--- config.mk ---
export PLATFORM = sky130hd
export DESIGN_NAME = kd_search_top
export DESIGN_NICKNAME = d
export VERILOG_FILES = /design/src/kd_pkg.sv /design/src/kd_internal_node.sv /design/src/kd_leaf_encoder.sv /design/src/kd_node_loader.sv /design/src/kd_search_top.sv /design/src/kd_tree_pipe.sv
export SDC_FILE = /design/constraint.sdc
export NUM_CORES = 1
export LEC_CHECK = 0
export BUFFER_PORTS_ARGS = -buffer_cell sky130_fd_sc_hd__buf_2
export CAP_MARGIN = 25
export CORE_MARGIN = 3
export CORE_UTILIZATION = 45
export DETAILED_ROUTE_END_ITERATION = 8
export PLACE_DENSITY = 0.66
export REMOVE_ABC_BUFFERS = 1
export SLEW_MARGIN = 10
export SYNTH_ARGS = -nofsm -noshare
export SYNTH_HDL_FRONTEND = slang
export SYNTH_SLANG_ARGS = --single-unit
--- constraint.sdc ---
create_clock -name clk -period 5.3 [get_ports clk]
set_clock_uncertainty 0.05 [all_clocks]
set_input_delay 0.795 -clock clk [delete_from_list [all_inputs] [get_ports clk]]
set_output_delay 0.795 -clock clk [all_outputs]
set_load 0.02 [all_outputs]
--- src/kd_pkg.sv ---
// shared types and sizes for the kd-tree search engine
package kd_pkg;

    // width of one patch element
    localparam int ELEM_W = 8;

    // elements per patch
    localparam int DIMS = 4;

    // enough bits to pick one of DIMS elements
    localparam int DIM_W = 2;

    // deepest tree the address and leaf types can hold
    localparam int MAX_DEPTH = 6;

    // one unsigned patch element
    typedef logic [ELEM_W-1:0] elem_t;

    // dimension select stored in each node
    typedef logic [DIM_W-1:0] dim_t;

    // full patch, element 0 sits in the low bits
    typedef elem_t [DIMS-1:0] patch_t;

    // stored content of one internal node
    typedef struct packed {
        // which patch element to compare
        dim_t  dim;
        // split value, greater goes right
        elem_t median;
    } node_cfg_t;

    // heap address, root at 0
    // node at level i, position j lives at 2^i - 1 + j
    typedef logic [MAX_DEPTH-1:0] node_addr_t;

    // leaf position at the last level
    // first decision ends up as the msb
    typedef logic [MAX_DEPTH-1:0] leaf_t;

endpackage

--- src/kd_internal_node.sv ---
`timescale 1ns/100ps

module kd_internal_node (
    input  logic               clk,
    input  logic               rst_n,
    // config write, not pipelined
    input  logic               wen_i,
    input  kd_pkg::node_cfg_t  wdata_i,
    // valid and patch for this node's level
    input  logic               valid_i,
    input  kd_pkg::patch_t     patch_i,
    // steered valid towards the children
    output logic               left_o,
    output logic               right_o,
    // stored word, for readback
    output kd_pkg::node_cfg_t  cfg_o
);

    kd_pkg::node_cfg_t cfg_q;
    kd_pkg::elem_t     sel_elem;
    logic              go_right;

    // config register, cleared on reset
    always_ff @(posedge clk) begin
        if (!rst_n) begin
            cfg_q <= '0;
        end else if (wen_i) begin
            cfg_q <= wdata_i;
        end
    end

    // pick the element named by dim
    assign sel_elem = patch_i[cfg_q.dim];

    // strictly greater goes right, equal stays left
    assign go_right = (sel_elem > cfg_q.median);

    // exactly one child sees the valid
    assign left_o  = valid_i & ~go_right;
    assign right_o = valid_i &  go_right;

    assign cfg_o = cfg_q;

endmodule

--- src/kd_leaf_encoder.sv ---
`timescale 1ns/100ps

module kd_leaf_encoder #(
    parameter int DEPTH = 4
) (
    input  logic                      clk,
    input  logic                      rst_n,
    // one-hot valids from the last tree level
    input  logic [(2**DEPTH)-1:0]     leaf_onehot_i,
    // registered result
    output logic                      leaf_valid_o,
    output kd_pkg::leaf_t             leaf_index_o
);

    localparam int LEAVES = 2**DEPTH;

    kd_pkg::leaf_t enc_index;
    logic          any_leaf;
    logic          leaf_valid_q;
    kd_pkg::leaf_t leaf_index_q;

    // priority encode, highest set bit wins
    // only one bit is ever set in normal use
    always_comb begin
        enc_index = '0;
        for (int k = 0; k < LEAVES; k++) begin
            if (leaf_onehot_i[k]) begin
                enc_index = kd_pkg::leaf_t'(k);
            end
        end
    end

    assign any_leaf = |leaf_onehot_i;

    // strobe, cleared on reset
    always_ff @(posedge clk) begin
        if (!rst_n) begin
            leaf_valid_q <= 1'b0;
        end else begin
            leaf_valid_q <= any_leaf;
        end
    end

    // index holds between results
    always_ff @(posedge clk) begin
        if (any_leaf) begin
            leaf_index_q <= enc_index;
        end
    end

    assign leaf_valid_o = leaf_valid_q;
    assign leaf_index_o = leaf_index_q;

endmodule

--- src/kd_node_loader.sv ---
`timescale 1ns/100ps

module kd_node_loader #(
    parameter int DEPTH = 4
) (
    input  logic                                  clk,
    input  logic                                  rst_n,
    // streaming load, auto-incrementing address
    input  logic                                  cfg_load_i,
    input  kd_pkg::node_cfg_t                     cfg_data_i,
    // addressed host port
    input  logic                                  host_we_i,
    input  logic                                  host_re_i,
    input  kd_pkg::node_addr_t                    host_addr_i,
    input  kd_pkg::node_cfg_t                     host_data_i,
    // every node's stored word, used for readback
    input  kd_pkg::node_cfg_t [(2**DEPTH)-2:0]    node_cfg_all_i,
    // write side towards the tree
    output logic [(2**DEPTH)-2:0]                 node_wen_o,
    output kd_pkg::node_cfg_t                     node_wdata_o,
    // registered readback
    output logic                                  host_rd_valid_o,
    output kd_pkg::node_cfg_t                     host_rd_data_o
);

    // number of internal nodes in the tree
    localparam int NODES = (2**DEPTH) - 1;

    // last stream address before the wrap
    localparam kd_pkg::node_addr_t LAST_ADDR = kd_pkg::node_addr_t'(NODES - 1);

    kd_pkg::node_addr_t node_addr_q;
    kd_pkg::node_addr_t wr_addr;
    logic               wr_en;
    logic               stream_wr;
    logic               rd_in_range;
    logic               rd_valid_q;
    kd_pkg::node_cfg_t  rd_data_q;

    // host write wins, stream word is dropped then
    assign stream_wr = cfg_load_i & ~host_we_i;
    assign wr_en     = host_we_i | cfg_load_i;

    // address and data from the winning source
    assign wr_addr      = host_we_i ? host_addr_i : node_addr_q;
    assign node_wdata_o = host_we_i ? host_data_i : cfg_data_i;

    // one-hot decode of the write address
    // addresses past the last node hit nothing
    always_comb begin
        node_wen_o = '0;
        for (int a = 0; a < NODES; a++) begin
            if (wr_en && (wr_addr == kd_pkg::node_addr_t'(a))) begin
                node_wen_o[a] = 1'b1;
            end
        end
    end

    // stream address counter
    // moves only on an accepted stream word
    always_ff @(posedge clk) begin
        if (!rst_n) begin
            node_addr_q <= '0;
        end else if (stream_wr) begin
            if (node_addr_q == LAST_ADDR) begin
                node_addr_q <= '0;
            end else begin
                node_addr_q <= node_addr_q + 1'b1;
            end
        end
    end

    // readback range check
    assign rd_in_range = (host_addr_i < kd_pkg::node_addr_t'(NODES));

    // read strobe, one cycle behind host_re_i
    always_ff @(posedge clk) begin
        if (!rst_n) begin
            rd_valid_q <= 1'b0;
        end else begin
            rd_valid_q <= host_re_i;
        end
    end

    // read word, out of range reads give zero
    always_ff @(posedge clk) begin
        if (host_re_i) begin
            rd_data_q <= rd_in_range ? node_cfg_all_i[host_addr_i] : '0;
        end
    end

    assign host_rd_valid_o = rd_valid_q;
    assign host_rd_data_o  = rd_data_q;

endmodule

--- src/kd_search_top.sv ---
`timescale 1ns/100ps

module kd_search_top #(
    parameter int DEPTH = 4
) (
    input  logic                clk,
    input  logic                rst_n,
    // streaming node load
    input  logic                cfg_load_i,
    input  kd_pkg::node_cfg_t   cfg_data_i,
    // addressed host port
    input  logic                host_we_i,
    input  logic                host_re_i,
    input  kd_pkg::node_addr_t  host_addr_i,
    input  kd_pkg::node_cfg_t   host_data_i,
    output logic                host_rd_valid_o,
    output kd_pkg::node_cfg_t   host_rd_data_o,
    // search in and out
    input  logic                patch_valid_i,
    input  kd_pkg::patch_t      patch_i,
    output logic                leaf_valid_o,
    output kd_pkg::leaf_t       leaf_index_o
);

    // loader to tree
    logic [(2**DEPTH)-2:0]               node_wen;
    kd_pkg::node_cfg_t                   node_wdata;

    // tree back to loader, for readback
    kd_pkg::node_cfg_t [(2**DEPTH)-2:0]  node_cfg_all;

    // tree to encoder
    logic [(2**DEPTH)-1:0]               leaf_onehot;

    // input side, 1 cycle write and read
    kd_node_loader #(
        .DEPTH (DEPTH)
    ) u_kd_node_loader (
        .clk             (clk),
        .rst_n           (rst_n),
        .cfg_load_i      (cfg_load_i),
        .cfg_data_i      (cfg_data_i),
        .host_we_i       (host_we_i),
        .host_re_i       (host_re_i),
        .host_addr_i     (host_addr_i),
        .host_data_i     (host_data_i),
        .node_cfg_all_i  (node_cfg_all),
        .node_wen_o      (node_wen),
        .node_wdata_o    (node_wdata),
        .host_rd_valid_o (host_rd_valid_o),
        .host_rd_data_o  (host_rd_data_o)
    );

    // DEPTH+1 register levels
    kd_tree_pipe #(
        .DEPTH (DEPTH)
    ) u_kd_tree_pipe (
        .clk            (clk),
        .rst_n          (rst_n),
        .patch_valid_i  (patch_valid_i),
        .patch_i        (patch_i),
        .node_wen_i     (node_wen),
        .node_wdata_i   (node_wdata),
        .node_cfg_all_o (node_cfg_all),
        .leaf_onehot_o  (leaf_onehot)
    );

    // one more register for the result
    kd_leaf_encoder #(
        .DEPTH (DEPTH)
    ) u_kd_leaf_encoder (
        .clk           (clk),
        .rst_n         (rst_n),
        .leaf_onehot_i (leaf_onehot),
        .leaf_valid_o  (leaf_valid_o),
        .leaf_index_o  (leaf_index_o)
    );

endmodule

--- src/kd_tree_pipe.sv ---
`timescale 1ns/100ps

module kd_tree_pipe #(
    parameter int DEPTH = 4
) (
    input  logic                                  clk,
    input  logic                                  rst_n,
    // new patch, one per cycle at most
    input  logic                                  patch_valid_i,
    input  kd_pkg::patch_t                        patch_i,
    // node writes from the loader
    input  logic [(2**DEPTH)-2:0]                 node_wen_i,
    input  kd_pkg::node_cfg_t                     node_wdata_i,
    // all stored node words
    output kd_pkg::node_cfg_t [(2**DEPTH)-2:0]    node_cfg_all_o,
    // one-hot valids at the leaf level
    output logic [(2**DEPTH)-1:0]                 leaf_onehot_o
);

    // internal nodes
    localparam int NODES = (2**DEPTH) - 1;

    // leaves at the last level
    localparam int LEAVES = 2**DEPTH;

    // every heap slot, nodes plus leaves
    localparam int SLOTS = NODES + LEAVES;

    // patch copy per level, levels 0 to DEPTH-1
    // the leaf level needs no patch
    kd_pkg::patch_t patch_q [DEPTH];

    // registered valid per heap slot
    // slot a has children 2a+1 and 2a+2
    logic [SLOTS-1:0] valid_q;

    // steered valids out of the nodes, slot 0 has no parent
    logic [SLOTS-1:1] child_v;

    // level 0 takes the input patch every cycle
    // later levels shift down one per edge
    always_ff @(posedge clk) begin
        patch_q[0] <= patch_i;
        for (int l = 1; l < DEPTH; l++) begin
            patch_q[l] <= patch_q[l-1];
        end
    end

    // valid pipeline
    // root only set for a real patch, the rest follow the children
    always_ff @(posedge clk) begin
        if (!rst_n) begin
            valid_q <= '0;
        end else begin
            valid_q[0]         <= patch_valid_i;
            valid_q[SLOTS-1:1] <= child_v;
        end
    end

    // tree of nodes, level by level
    for (genvar i = 0; i < DEPTH; i++) begin : g_level
        for (genvar j = 0; j < (2**i); j++) begin : g_node
            // heap address of this node
            localparam int A = (2**i) - 1 + j;

            kd_internal_node u_node (
                .clk     (clk),
                .rst_n   (rst_n),
                .wen_i   (node_wen_i[A]),
                .wdata_i (node_wdata_i),
                .valid_i (valid_q[A]),
                .patch_i (patch_q[i]),
                .left_o  (child_v[2*A+1]),
                .right_o (child_v[2*A+2]),
                .cfg_o   (node_cfg_all_o[A])
            );
        end
    end

    // leaves occupy the top LEAVES slots
    // leaf 0 is the leftmost one
    assign leaf_onehot_o = valid_q[SLOTS-1:NODES];

endmodule

After elaboration in Yosys (flattened, before gate mapping)
Memories as Yosys holds them, arrays and structs flattened.
Index checks and enable logic that the tools add are counted.
{"block": "totals", "register_bits": 205, "ram_bits": 128, "out_inout_bits": 18, "mem_count": 1}
{"memory": "u_kd_tree_pipe.patch_q", "depth": 4, "width": 32, "read_ports": 4, "rd_ports_with_merged_regs": 0, "write_ports": 4, "line_no": "kd_tree_pipe.sv:31", "rtl": "kd_pkg::patch_t patch_q [DEPTH];"}
{"block": "op_classes", "n_addsub": 1, "order_cmp": 32, "n_eq_ne": 15, "n_mux": 64, "bitwise": 48, "n_reduce_logical": 21}
{"op": "8-bit binary-select mux with 2-bit select", "n": 15}
{"op": "8-bit > comparator", "n": 15}
{"op": "8-bit two-way mux", "n": 15}
{"op": "6-bit by 4-bit == test with 1-bit output (second input constant)", "n": 8}
{"op": "2-bit by 3-bit less-than comparator with 1-bit output (second input constant)", "n": 15}
{"op": "10-bit binary-select mux with 4-bit select", "n": 1}
{"op": "1-bit AND", "n": 31}
{"op": "6-bit by 3-bit == test with 1-bit output (second input constant)", "n": 4}
{"op": "3-bit two-way mux", "n": 8}
{"op": "10-bit two-way mux", "n": 2}
{"op": "1-bit two-way mux", "n": 17}
{"op": "1-bit NOT", "n": 16}
{"op": "16-bit OR reduction", "n": 1}
{"op": "1-bit logical AND", "n": 15}
{"op": "14-bit OR reduction", "n": 1}
{"op": "6-bit by 2-bit == test with 1-bit output (second input constant)", "n": 2}
{"op": "6-bit two-way mux", "n": 2}
{"op": "2-bit two-way mux", "n": 4}
{"op": "8-bit OR reduction", "n": 1}
{"op": "6-bit by 1-bit adder with 6-bit output (second input constant)", "n": 1}
{"op": "6-bit by 1-bit == test with 1-bit output (second input constant)", "n": 1}
{"op": "6-bit logical NOT", "n": 1}
{"op": "6-bit by 4-bit less-than comparator with 1-bit output (second input constant)", "n": 1}
{"op": "6-bit by 5-bit less-than comparator with 1-bit output (second input constant)", "n": 1}
{"op": "other kinds (3)", "n": 3}

Logic depth before layout (Yosys ltp)
Gate-level depths: netlist of the first run.
{"block": "depth", "depth_word": 14, "depth_mapped": 9, "mapped_depth_nobuf": 8}

Modules after synthesis
From an unflattened synthesis of the first run, not the netlist that was laid out.
{"block": "hier_totals", "cells_unflattened": 1553, "hier_area_um2": 18225.0}
{"mod": "kd_internal_node (u_kd_tree_pipe.g_level[0].g_node[0].u_node ...)", "instances": 13, "cells_each": 71, "area_each_um2": 802.0}
{"mod": "kd_tree_pipe", "instances": 1, "cells_each": 209, "area_each_um2": 3550.9}
{"mod": "kd_node_loader", "instances": 1, "cells_each": 245, "area_each_um2": 2283.4}
{"mod": "kd_internal_node (u_kd_tree_pipe.g_level[3].g_node[6].u_node ...)", "instances": 2, "cells_each": 70, "area_each_um2": 814.5}
{"mod": "kd_leaf_encoder", "instances": 1, "cells_each": 36, "area_each_um2": 335.3}

Least setup slack after synthesis of the first run
OpenSTA, ideal clock, no wires.
{"block": "synth_path", "path_kind": "input to register", "startpoint": "input host_addr_i[0]", "endpoint": "register u_kd_node_loader.rd_data_q, in the netlist u_kd_node_loader.host_rd_data_o[8] (data pin)", "setup_time_ns": 0.264, "arrival_ns": 2.064, "required_ns": 4.986, "path_slack_ns": 2.922, "stages": 5, "n_path_buf": 2, "cell_sequence": "buf_2 > buf_2 > mux4_2 > a32oi_1 > o21ai_0"}
{"block": "synth_between", "elab_chain_len": 2, "elab_cells_between_ends": 3}
{"element": "start, declared", "line_no": "kd_search_top.sv:14", "rtl": "input kd_pkg::node_addr_t host_addr_i,"}
{"element": "10-bit binary-select mux with 4-bit select", "line_no": "kd_node_loader.sv:88", "rtl": "rd_data_q <= rd_in_range ? node_cfg_all_i[host_addr_i] : '0;"}
{"element": "10-bit two-way mux (not written as such)", "line_no": "kd_node_loader.sv:88"}
{"element": "end signal, assigned", "line_no": "kd_node_loader.sv:88"}
{"element": "end, declared", "line_no": "kd_node_loader.sv:38", "rtl": "kd_pkg::node_cfg_t rd_data_q;"}
Parallel ways exist; a longest one is shown, timed or not. The select of a mux whose other input is x is not followed.
A chain may end at the register's enable or synchronous reset.

Worst setup path in the final report of the first run
{"block": "layout_path", "startpoint": "register u_kd_tree_pipe.g_level[1].g_node[0].u_node.cfg_q, in the netlist u_kd_tree_pipe.g_level[1].g_node[0].u_node.cfg_o[8]", "endpoint": "register u_kd_tree_pipe.valid_q[3]"}
{"block": "layout_between", "elab_chain_len": 5}
{"element": "start, declared", "line_no": "kd_internal_node.sv:19", "rtl": "kd_pkg::node_cfg_t cfg_q;"}
{"element": "start signal, assigned", "line_no": "kd_internal_node.sv:28", "rtl": "cfg_q <= wdata_i;"}
{"element": "8-bit binary-select mux with 2-bit select", "line_no": "kd_internal_node.sv:33", "rtl": "assign sel_elem = patch_i[cfg_q.dim];"}
{"element": "8-bit two-way mux (not written as such)", "line_no": "kd_internal_node.sv:33"}
{"element": "8-bit > comparator", "line_no": "kd_internal_node.sv:36", "rtl": "assign go_right = (sel_elem > cfg_q.median);"}
{"element": "1-bit NOT", "line_no": "kd_internal_node.sv:39", "rtl": "assign left_o = valid_i & ~go_right;"}
{"element": "1-bit AND", "line_no": "kd_internal_node.sv:39"}
{"element": "end signal, assigned by index", "line_no": "kd_tree_pipe.sv:56", "rtl": "valid_q[SLOTS-1:1] <= child_v;"}
{"element": "end, declared", "line_no": "kd_tree_pipe.sv:35", "rtl": "logic [SLOTS-1:0] valid_q;"}
Every way passes these cells. The select of a mux whose other input is x is not followed.

==> flow_summary.toml, run 1 <==
[outcome]
run_status = "finished clean"

[flow_run]
max-cap-violations = 0

[placement]
dp_hpwl_mm = 37.6
placement.cell_area_mm2 = 0.0179
gp_congestion = 0.928
port_buffers = 79

[drt]
drc = 0
route.detailed.vias_per_inst = 5.91
route.detailed.wl_per_inst_um = 24.2
detail-route-antenna-nets = 0
initialDrtViolationCount = 1365
postRouteWirelength_mm = 51.0
vias = 12500
first_pass_iters = 5

[logic_synthesis]
synthMuxAreaShare_pct = 29.8
share_of_synthesized_cell_area_in_and_or_nand_and_nor_gates_pct = 9.52
avgSynthCellArea_um2 = 11.2
postSynthRegisterBits = 331
synthTopCellsByCount = "sky130_fd_sc_hd__dfxtp_1, sky130_fd_sc_hd__nand2_1, sky130_fd_sc_hd__mux2i_1"
synth-seq-area-share_pct = 39.5
asyncSetResetFlopFracSynth_pct = 0
post_synth_xor_area_fraction_pct = 0.204
ys_warn_count = 0
fraction_of_post_synthesis_cell_area_in_the_top_cell_type_by_area_pct = 37.0
yosys.area_share.adder_pct = 8.91
synth_top_cell_by_area = "sky130_fd_sc_hd__dfxtp_1"
netlist_top_cells_area = "sky130_fd_sc_hd__dfxtp_1, sky130_fd_sc_hd__mux4_2, sky130_fd_sc_hd__mux2i_1, sky130_fd_sc_hd__ha_1, sky130_fd_sc_hd__nand2_1"
yosysUniqueCellTypes = 56
mappedNetlistArea_mm2 = 0.0171
combinational_family_with_the_most_area_after_synthesis = "multiplexers"
fraction_of_the_mapped_netlist_area_in_compound_gates_pct = 6.61
number_of_flops_mapped_to_enable_cells_by_yosys = 14
ys_dominant_reg_cell = "sky130_fd_sc_hd__dfxtp_1"
post_synth_inst_count = 1530
synth.most_common_cell = "sky130_fd_sc_hd__dfxtp_1"

[floorplan]
fp-row-count = 70
initial_utilization_pct = 46.2
fp.dieH_um = 201
die_area_mm2 = 0.0404
overall_die_width_um = 201
core-area_mm2 = 0.0370
io_pins = 82

[power_and_ir_drop]
power.leakage_nw = 8.04
vdd.ir_drop.worst_mv = 0.289
power.density_cell_area_mw_per_mm2 = 302

[critical_path]
worstSetupEndpointType = "flip-flop"
timing.critical_path.slowest_cell_delay_ns = 0.79
crit_fanout = 10
cp_cell_sequence = "mux4_2 > ha_1 > nand3_1 > o311ai_0 > nor2b_1"
critical_path.slowest_cell = "sky130_fd_sc_hd__dfxtp_1"
critical_path_required_ns = 5.72
classification_of_the_worst_setup_path = "reg2reg"
crit_arrival_ns = 3.33
startpoint_type = "flip-flop"

[grt]
wire_length_of_the_first_global_routing_pass_mm = 77.9
grt_pass1_vias = 12600
globalRouteOverflowTotal = 0
grt_start_max_net_pins = 88
tot_gr_track_use_pct = 25.1
antenna_violations_before_repair = 1

[clocking]
clk_path_buf_depth = 3
tritoncts_clock_tree = "yes"
clk_sink_count = 331
clkTransAtPathRegs_ns = 0.06
number_of_instances_resized_during_post_cts_repair = 0
post-cts-setup-buffers = 0
cts-buffers-inserted = 37
holdBufCountCts = 0
clkLatencyLatePin_ns = 0.53
htree_levels = 2
clockRootBuffer = "sky130_fd_sc_hd__clkbuf_16"

[timing]
final.min_clock_period_ns = 2.91
timing.final.crit_share_pct = 55.0
final-hold-violation-count = 0
rsz0062_at_grt = "false"
max_freq_mhz = 343
drv_slew = 0
worstMarginPinSlew_ns = 1.07
timing.max_slew.rel_slack_pct = 28.3
setup-tns-final_ns = 0
finalSetupViolCount = 0

[cells_and_area]
num-nets-final = 1762
final_layout_size_suffix_gt1_share_pct = 20.7
n_fill_cell = 3271
final_design_area_no_fill_mm2 = 0.0191
syn_to_final_growth_pct = 11.7

[worst_hold_path]
min-delay-path-class = "reg2reg"
[critical path: cells and delay by family (launching register included)]
family	cells	cell delay [ns]
AOI/OAI and AO/OA	1	0.76
adders and majority gates	1	0.32
and+or+nand+nor	2	0.31
DFF	1	0.79
muxes	1	0.62
[registers in the layout, summed over array words and instances, names as in the netlist]
register                                    cells
u_kd_leaf_encoder.leaf_valid_o                  1
u_kd_leaf_encoder.leaf_index_o                  4
u_kd_node_loader.host_rd_valid_o                1
u_kd_node_loader.host_rd_data_o                10
u_kd_tree_pipe.valid_q                         31
u_kd_node_loader.node_addr_q                    6
u_kd_tree_pipe.g_level.g_node.u_node.cfg_o    150
u_kd_tree_pipe.patch_q                        128
[report_power, final]
group	total, W	switching, W	internal, W	leakage, nW
Clock	0.00252	0.00104	0.00148	0.582
Combinational	0.000553	0.000300	0.000253	4.70
Sequential	0.00270	0.000119	0.00258	2.75
[metrics by stage]
| step | setup slack (ns) | total power [W] | hold slack (ns) | util [%] | std cells |
|---|---|---|---|---|---|
| floorplan | 3.00 | 0.00303 | 0.276 | - | 1447 |
| global placement | 2.01 | 0.00327 | 0.288 | 48.1 | 2035 |
| detailed placement | 1.94 | 0.00329 | 0.284 | 48.2 | 2037 |
| CTS | 2.34 | 0.00580 | 0.293 | 51.4 | 2104 |
| global route | 2.28 | 0.00599 | 0.291 | 51.6 | 2109 |
| finish | 2.39 | 0.00578 | 0.300 | 51.6 | 2109 |
[placed cells by master (no fill, tap or decap), types with 6 or more instances in the layout]
| cell type | netlist | layout |
|---|---|---|
| sky130_fd_sc_hd__nand4_1 | 7 | 7 |
| sky130_fd_sc_hd__nor2_1 | 40 | 40 |
| sky130_fd_sc_hd__clkbuf_16 | 0 | 37 |
| sky130_fd_sc_hd__nand3_1 | 23 | 23 |
| sky130_fd_sc_hd__a21o_1 | 20 | 20 |
| sky130_fd_sc_hd__a32oi_1 | 16 | 16 |
| sky130_fd_sc_hd__nand2_1 | 219 | 219 |
| sky130_fd_sc_hd__clkbuf_1 | 52 | 8 |
| sky130_fd_sc_hd__clkinv_2 | 0 | 9 |
| sky130_fd_sc_hd__ha_1 | 122 | 122 |
| sky130_fd_sc_hd__mux4_2 | 150 | 150 |
| sky130_fd_sc_hd__mux2_2 | 11 | 11 |
| sky130_fd_sc_hd__nor3_1 | 10 | 10 |
| sky130_fd_sc_hd__mux2i_1 | 160 | 160 |
| sky130_fd_sc_hd__edfxtp_1 | 14 | 14 |
| sky130_fd_sc_hd__o221ai_1 | 9 | 9 |
| sky130_fd_sc_hd__o2111ai_1 | 10 | 10 |
| sky130_fd_sc_hd__buf_2 | 24 | 79 |
| sky130_fd_sc_hd__nor2b_1 | 22 | 22 |
| sky130_fd_sc_hd__dfxtp_1 | 317 | 317 |
| sky130_fd_sc_hd__o21bai_1 | 6 | 6 |
| sky130_fd_sc_hd__a21oi_1 | 37 | 37 |
| sky130_fd_sc_hd__a22oi_1 | 9 | 9 |
| sky130_fd_sc_hd__o21a_1 | 11 | 11 |
| sky130_fd_sc_hd__inv_1 | 150 | 150 |
| sky130_fd_sc_hd__o21ai_0 | 18 | 18 |
| sky130_fd_sc_hd__nand2_4 | 10 | 10 |
[final timing paths]
path / startpoint / endpoint / slack (ns) / cells past startpoint
setup / recovery: flip-flop / u_kd_tree_pipe.valid_q[3]$_SDFF_PN0_ / 2.39 / 5
setup reg to reg: flip-flop / u_kd_tree_pipe.valid_q[3]$_SDFF_PN0_ / 2.39 / 5
hold / removal: u_kd_tree_pipe.patch_q[0][29]$_DFF_P_ / u_kd_tree_pipe.patch_q[1][29]$_DFF_P_ / 0.30 / 0
hold reg to reg: u_kd_tree_pipe.patch_q[0][29]$_DFF_P_ / u_kd_tree_pipe.patch_q[1][29]$_DFF_P_ / 0.30 / 0
[cell type report]
| type | count | area [um2] | share of cell area, % |
|---|---|---|---|
| repair buffers | 90 | 542 | 2.83 |
| multi-input cells | 966 | 9440 | 49.3 |
| flip-flops and latches | 331 | 6770 | 35.4 |
| clock buffers | 48 | 997 | 5.21 |
| clock inverters | 19 | 193 | 1.01 |
| well taps | 504 | 631 | 3.30 |
| diodes | 1 | 2.50 | 0.0131 |
| inverters | 150 | 563 | 2.94 |
[logic make-up after synthesis]
logic type               Yosys count
buffers and inverters            234
flip-flops                       331
other                              1
XOR/XNOR                           4
multiplexers                     321
adder cells (fa/ha/maj)          122
AND/OR/NAND/NOR                  360
AO/OA/AOI/OAI                    157
[per-layer routing]
layer  part of all wire [%]  vias up  global-route usage [%]  wire length, um
met3                    8.4      133                    4.22             4270
met5                      0        -                       0                0
met4                    4.4        0                    11.1             2240
met1                     40     6111                    33.0            20300
met2                     47      597                    40.9            24100
li1                       -     5630                       -                -
Power figures use the tool's default switching activity.
==> inputs of run 2 (changes only) <==
Settings changed: PLACE_DENSITY 0.66 to 0.69.
Clock period 5.3 ns to 2.4 ns, I/O delays scaled along.
==> flow_summary.toml, run 2 (same netlist as run 1, synthesis figures left out) <==
[clocking]
clk_path_buf_depth = 3
post-cts-setup-buffers = 0
clk_sink_count = 331
clockRootBuffer = "sky130_fd_sc_hd__clkbuf_16"
tritoncts_clock_tree = "yes"
clkLatencyLatePin_ns = 0.54
htree_levels = 2
cts-buffers-inserted = 36
clkTransAtPathRegs_ns = 0.06

[drt]
postRouteWirelength_mm = 48.9
route.detailed.vias_per_inst = 5.86
initialDrtViolationCount = 863
vias = 12900
route.detailed.wl_per_inst_um = 22.2
first_pass_iters = 7
detail-route-antenna-nets = 0
drc = 0

[placement]
gp_congestion = 0.918
dp_hpwl_mm = 36.5
port_buffers = 79
post-place-cells = 2101

[power_and_ir_drop]
power.sequential.fraction_pct = 43.8
power.share.combinational_pct = 9.9
power.density_cell_area_mw_per_mm2 = 669
swShare_pct = 24.0
intPower_w = 0.0103
power.leakage_nw = 8.59
power.switching_w = 0.00323
vdd.ir_drop.worst_mv = 0.611
power.share.clock_pct = 46.3

[grt]
grt_pass1_vias = 13500
globalRouteOverflowTotal = 0
wire_length_of_the_first_global_routing_pass_mm = 76.5
antenna_violations_before_repair = 0
grt_start_max_net_pins = 61
tot_gr_track_use_pct = 24.1

[cells_and_area]
most_used_cells_in_the_layout_excluding_fill_and_tap_cells = "sky130_fd_sc_hd__dfxtp_1, sky130_fd_sc_hd__nand2_1, sky130_fd_sc_hd__mux2i_1"
insertedDiodeCount = 0
syn_to_final_growth_pct = 17.7
num-nets-final = 1854
final_layout_size_suffix_gt1_share_pct = 23.8
largest_register_ff_count = 150
finish.cell_count_without_fillers = 2200
mostFrequentLayoutCell = "sky130_fd_sc_hd__dfxtp_1"

[worst_hold_path]
min_path_cells = 3
hp-start = "rst_n"
min-delay-path-class = "in2reg"

[critical_path]
worst-r2r-cell-count = 8
classification_of_the_worst_setup_path = "reg2reg"
crit_fanout = 5
crit_arrival_ns = 2.69
startpoint_type = "flip-flop"
r2r_slack_ns = 0.08
worstSetupEndpointType = "flip-flop"
reg2reg_to = "u_kd_tree_pipe.valid_q[3]$_SDFF_PN0_"
critical_path_required_ns = 2.77

[timing]
max_freq_mhz = 432
timing.final.crit_share_pct = 96.5
worst_hold_slack_ns = 0.174
final-hold-violation-count = 0
drv_slew = 0
final.min_clock_period_ns = 2.32
worstMarginPinSlew_ns = 0.682
timing.max_slew.rel_slack_pct = 54.4
rsz0062_at_grt = "false"
finalSetupViolCount = 0

[floorplan]
overall_die_width_um = 201
die_area_mm2 = 0.0404
core-area_mm2 = 0.0370
fp-row-count = 70
io_pins = 82
initial_utilization_pct = 46.2
fp.dieH_um = 201

[outcome]
run_status = "finished clean"

[flow_run]
max-cap-violations = 0
-- run 2: cell count changes in the layout (fill, tap and decap cells not counted), moves of 4 or more --
| cell | previous run | this run |
|---|---|---|
| sky130_fd_sc_hd__clkbuf_16 | 37 | 41 |
| sky130_fd_sc_hd__buf_4 | 5 | 61 |
| sky130_fd_sc_hd__clkinv_2 | 9 | 4 |
| sky130_fd_sc_hd__dfxtp_2 | 0 | 8 |
| sky130_fd_sc_hd__buf_12 | 2 | 10 |
| sky130_fd_sc_hd__dlygate4sd3_1 | 0 | 33 |
| sky130_fd_sc_hd__dfxtp_1 | 317 | 309 |
-- run 2: how the worst max path moves through the flow --
stage	from	end	cells after the start
after floorplan	flip-flop	u_kd_tree_pipe.valid_q[27]$_SDFF_PN0_	7
after global placement	flip-flop	u_kd_tree_pipe.valid_q[1]$_SDFF_PN0_	6
after detailed placement	flip-flop	u_kd_tree_pipe.valid_q[1]$_SDFF_PN0_	7
after CTS	flip-flop	u_kd_tree_pipe.valid_q[11]$_SDFF_PN0_	7
after global routing	flip-flop	u_kd_tree_pipe.valid_q[5]$_SDFF_PN0_	8
final	flip-flop	u_kd_tree_pipe.valid_q[3]$_SDFF_PN0_	8
-- run 2: final cells by class --
| class | count | area, um2 |
|---|---|---|
| Fill cell | 3102 | 16900 |
| Multi-Input combinational cell | 966 | 9450 |
| Sequential cell | 331 | 6780 |
| Timing Repair Buffer | 183 | 1390 |
| Clock buffer | 52 | 1120 |
| Tap cell | 504 | 631 |
| Inverter | 150 | 563 |
| Clock inverter | 14 | 235 |
-- run 2: timing repair --
action | in CTS | in global routing
hold endpoints to repair | 33 | 0
hold buffers | 33 | 0
setup endpoints to repair | 5 | 11
resized for setup | 6 | 8
-- run 2: per-stage QoR --
step | area, um2 | setup TNS [ns] | utilization [%] | worst slack (ns) | power, W
floorplan | 16800 | 0 | - | 0.0986 | 0.00670
global placement | 18500 | 0 | 49.8 | 0.00125 | 0.00724
detailed placement | 18500 | -0.105 | 49.8 | -0.0766 | 0.00729
CTS | 20100 | 0 | 54.4 | 0.00565 | 0.0135
global route | 20200 | 0 | 54.4 | 0.00553 | 0.0139
finish | 20200 | 0 | 54.4 | 0.0832 | 0.0135
-- run 2: routing by layer --
| metal | up-vias | part of all wire [%] | wire, um | GRT usage [%] |
|---|---|---|---|---|
| met2 | 550 | 49 | 24200 | 41.3 |
| met3 | 109 | 6.7 | 3300 | 3.80 |
| li1 | 5795 | - | - | - |
| met1 | 6444 | 39 | 19100 | 29.9 |
| met5 | - | 0 | 0 | 0 |
| met4 | 0 | 4.8 | 2330 | 10.9 |
-- run 2: critical path, cell delays in order (launching register included) --
cell and delay (ns):
sky130_fd_sc_hd__dfxtp_1 0.41, sky130_fd_sc_hd__buf_4 0.19, sky130_fd_sc_hd__buf_4 0.13, sky130_fd_sc_hd__mux4_2 0.50
sky130_fd_sc_hd__ha_1 0.31, sky130_fd_sc_hd__a21oi_1 0.07, sky130_fd_sc_hd__o2111ai_1 0.20, sky130_fd_sc_hd__o311ai_1 0.18
sky130_fd_sc_hd__nor2b_1 0.16
-- run 2: power by group through the flow --
stage / sequential (W) / combinational (W) / clock (W)
floorplan: 0.00595 / 0.000753 / 0
global placement: 0.00601 / 0.00123 / 0
detailed placement: 0.00602 / 0.00127 / 0
CTS: 0.00590 / 0.00132 / 0.00632
global route: 0.00592 / 0.00145 / 0.00656
finish: 0.00591 / 0.00133 / 0.00624
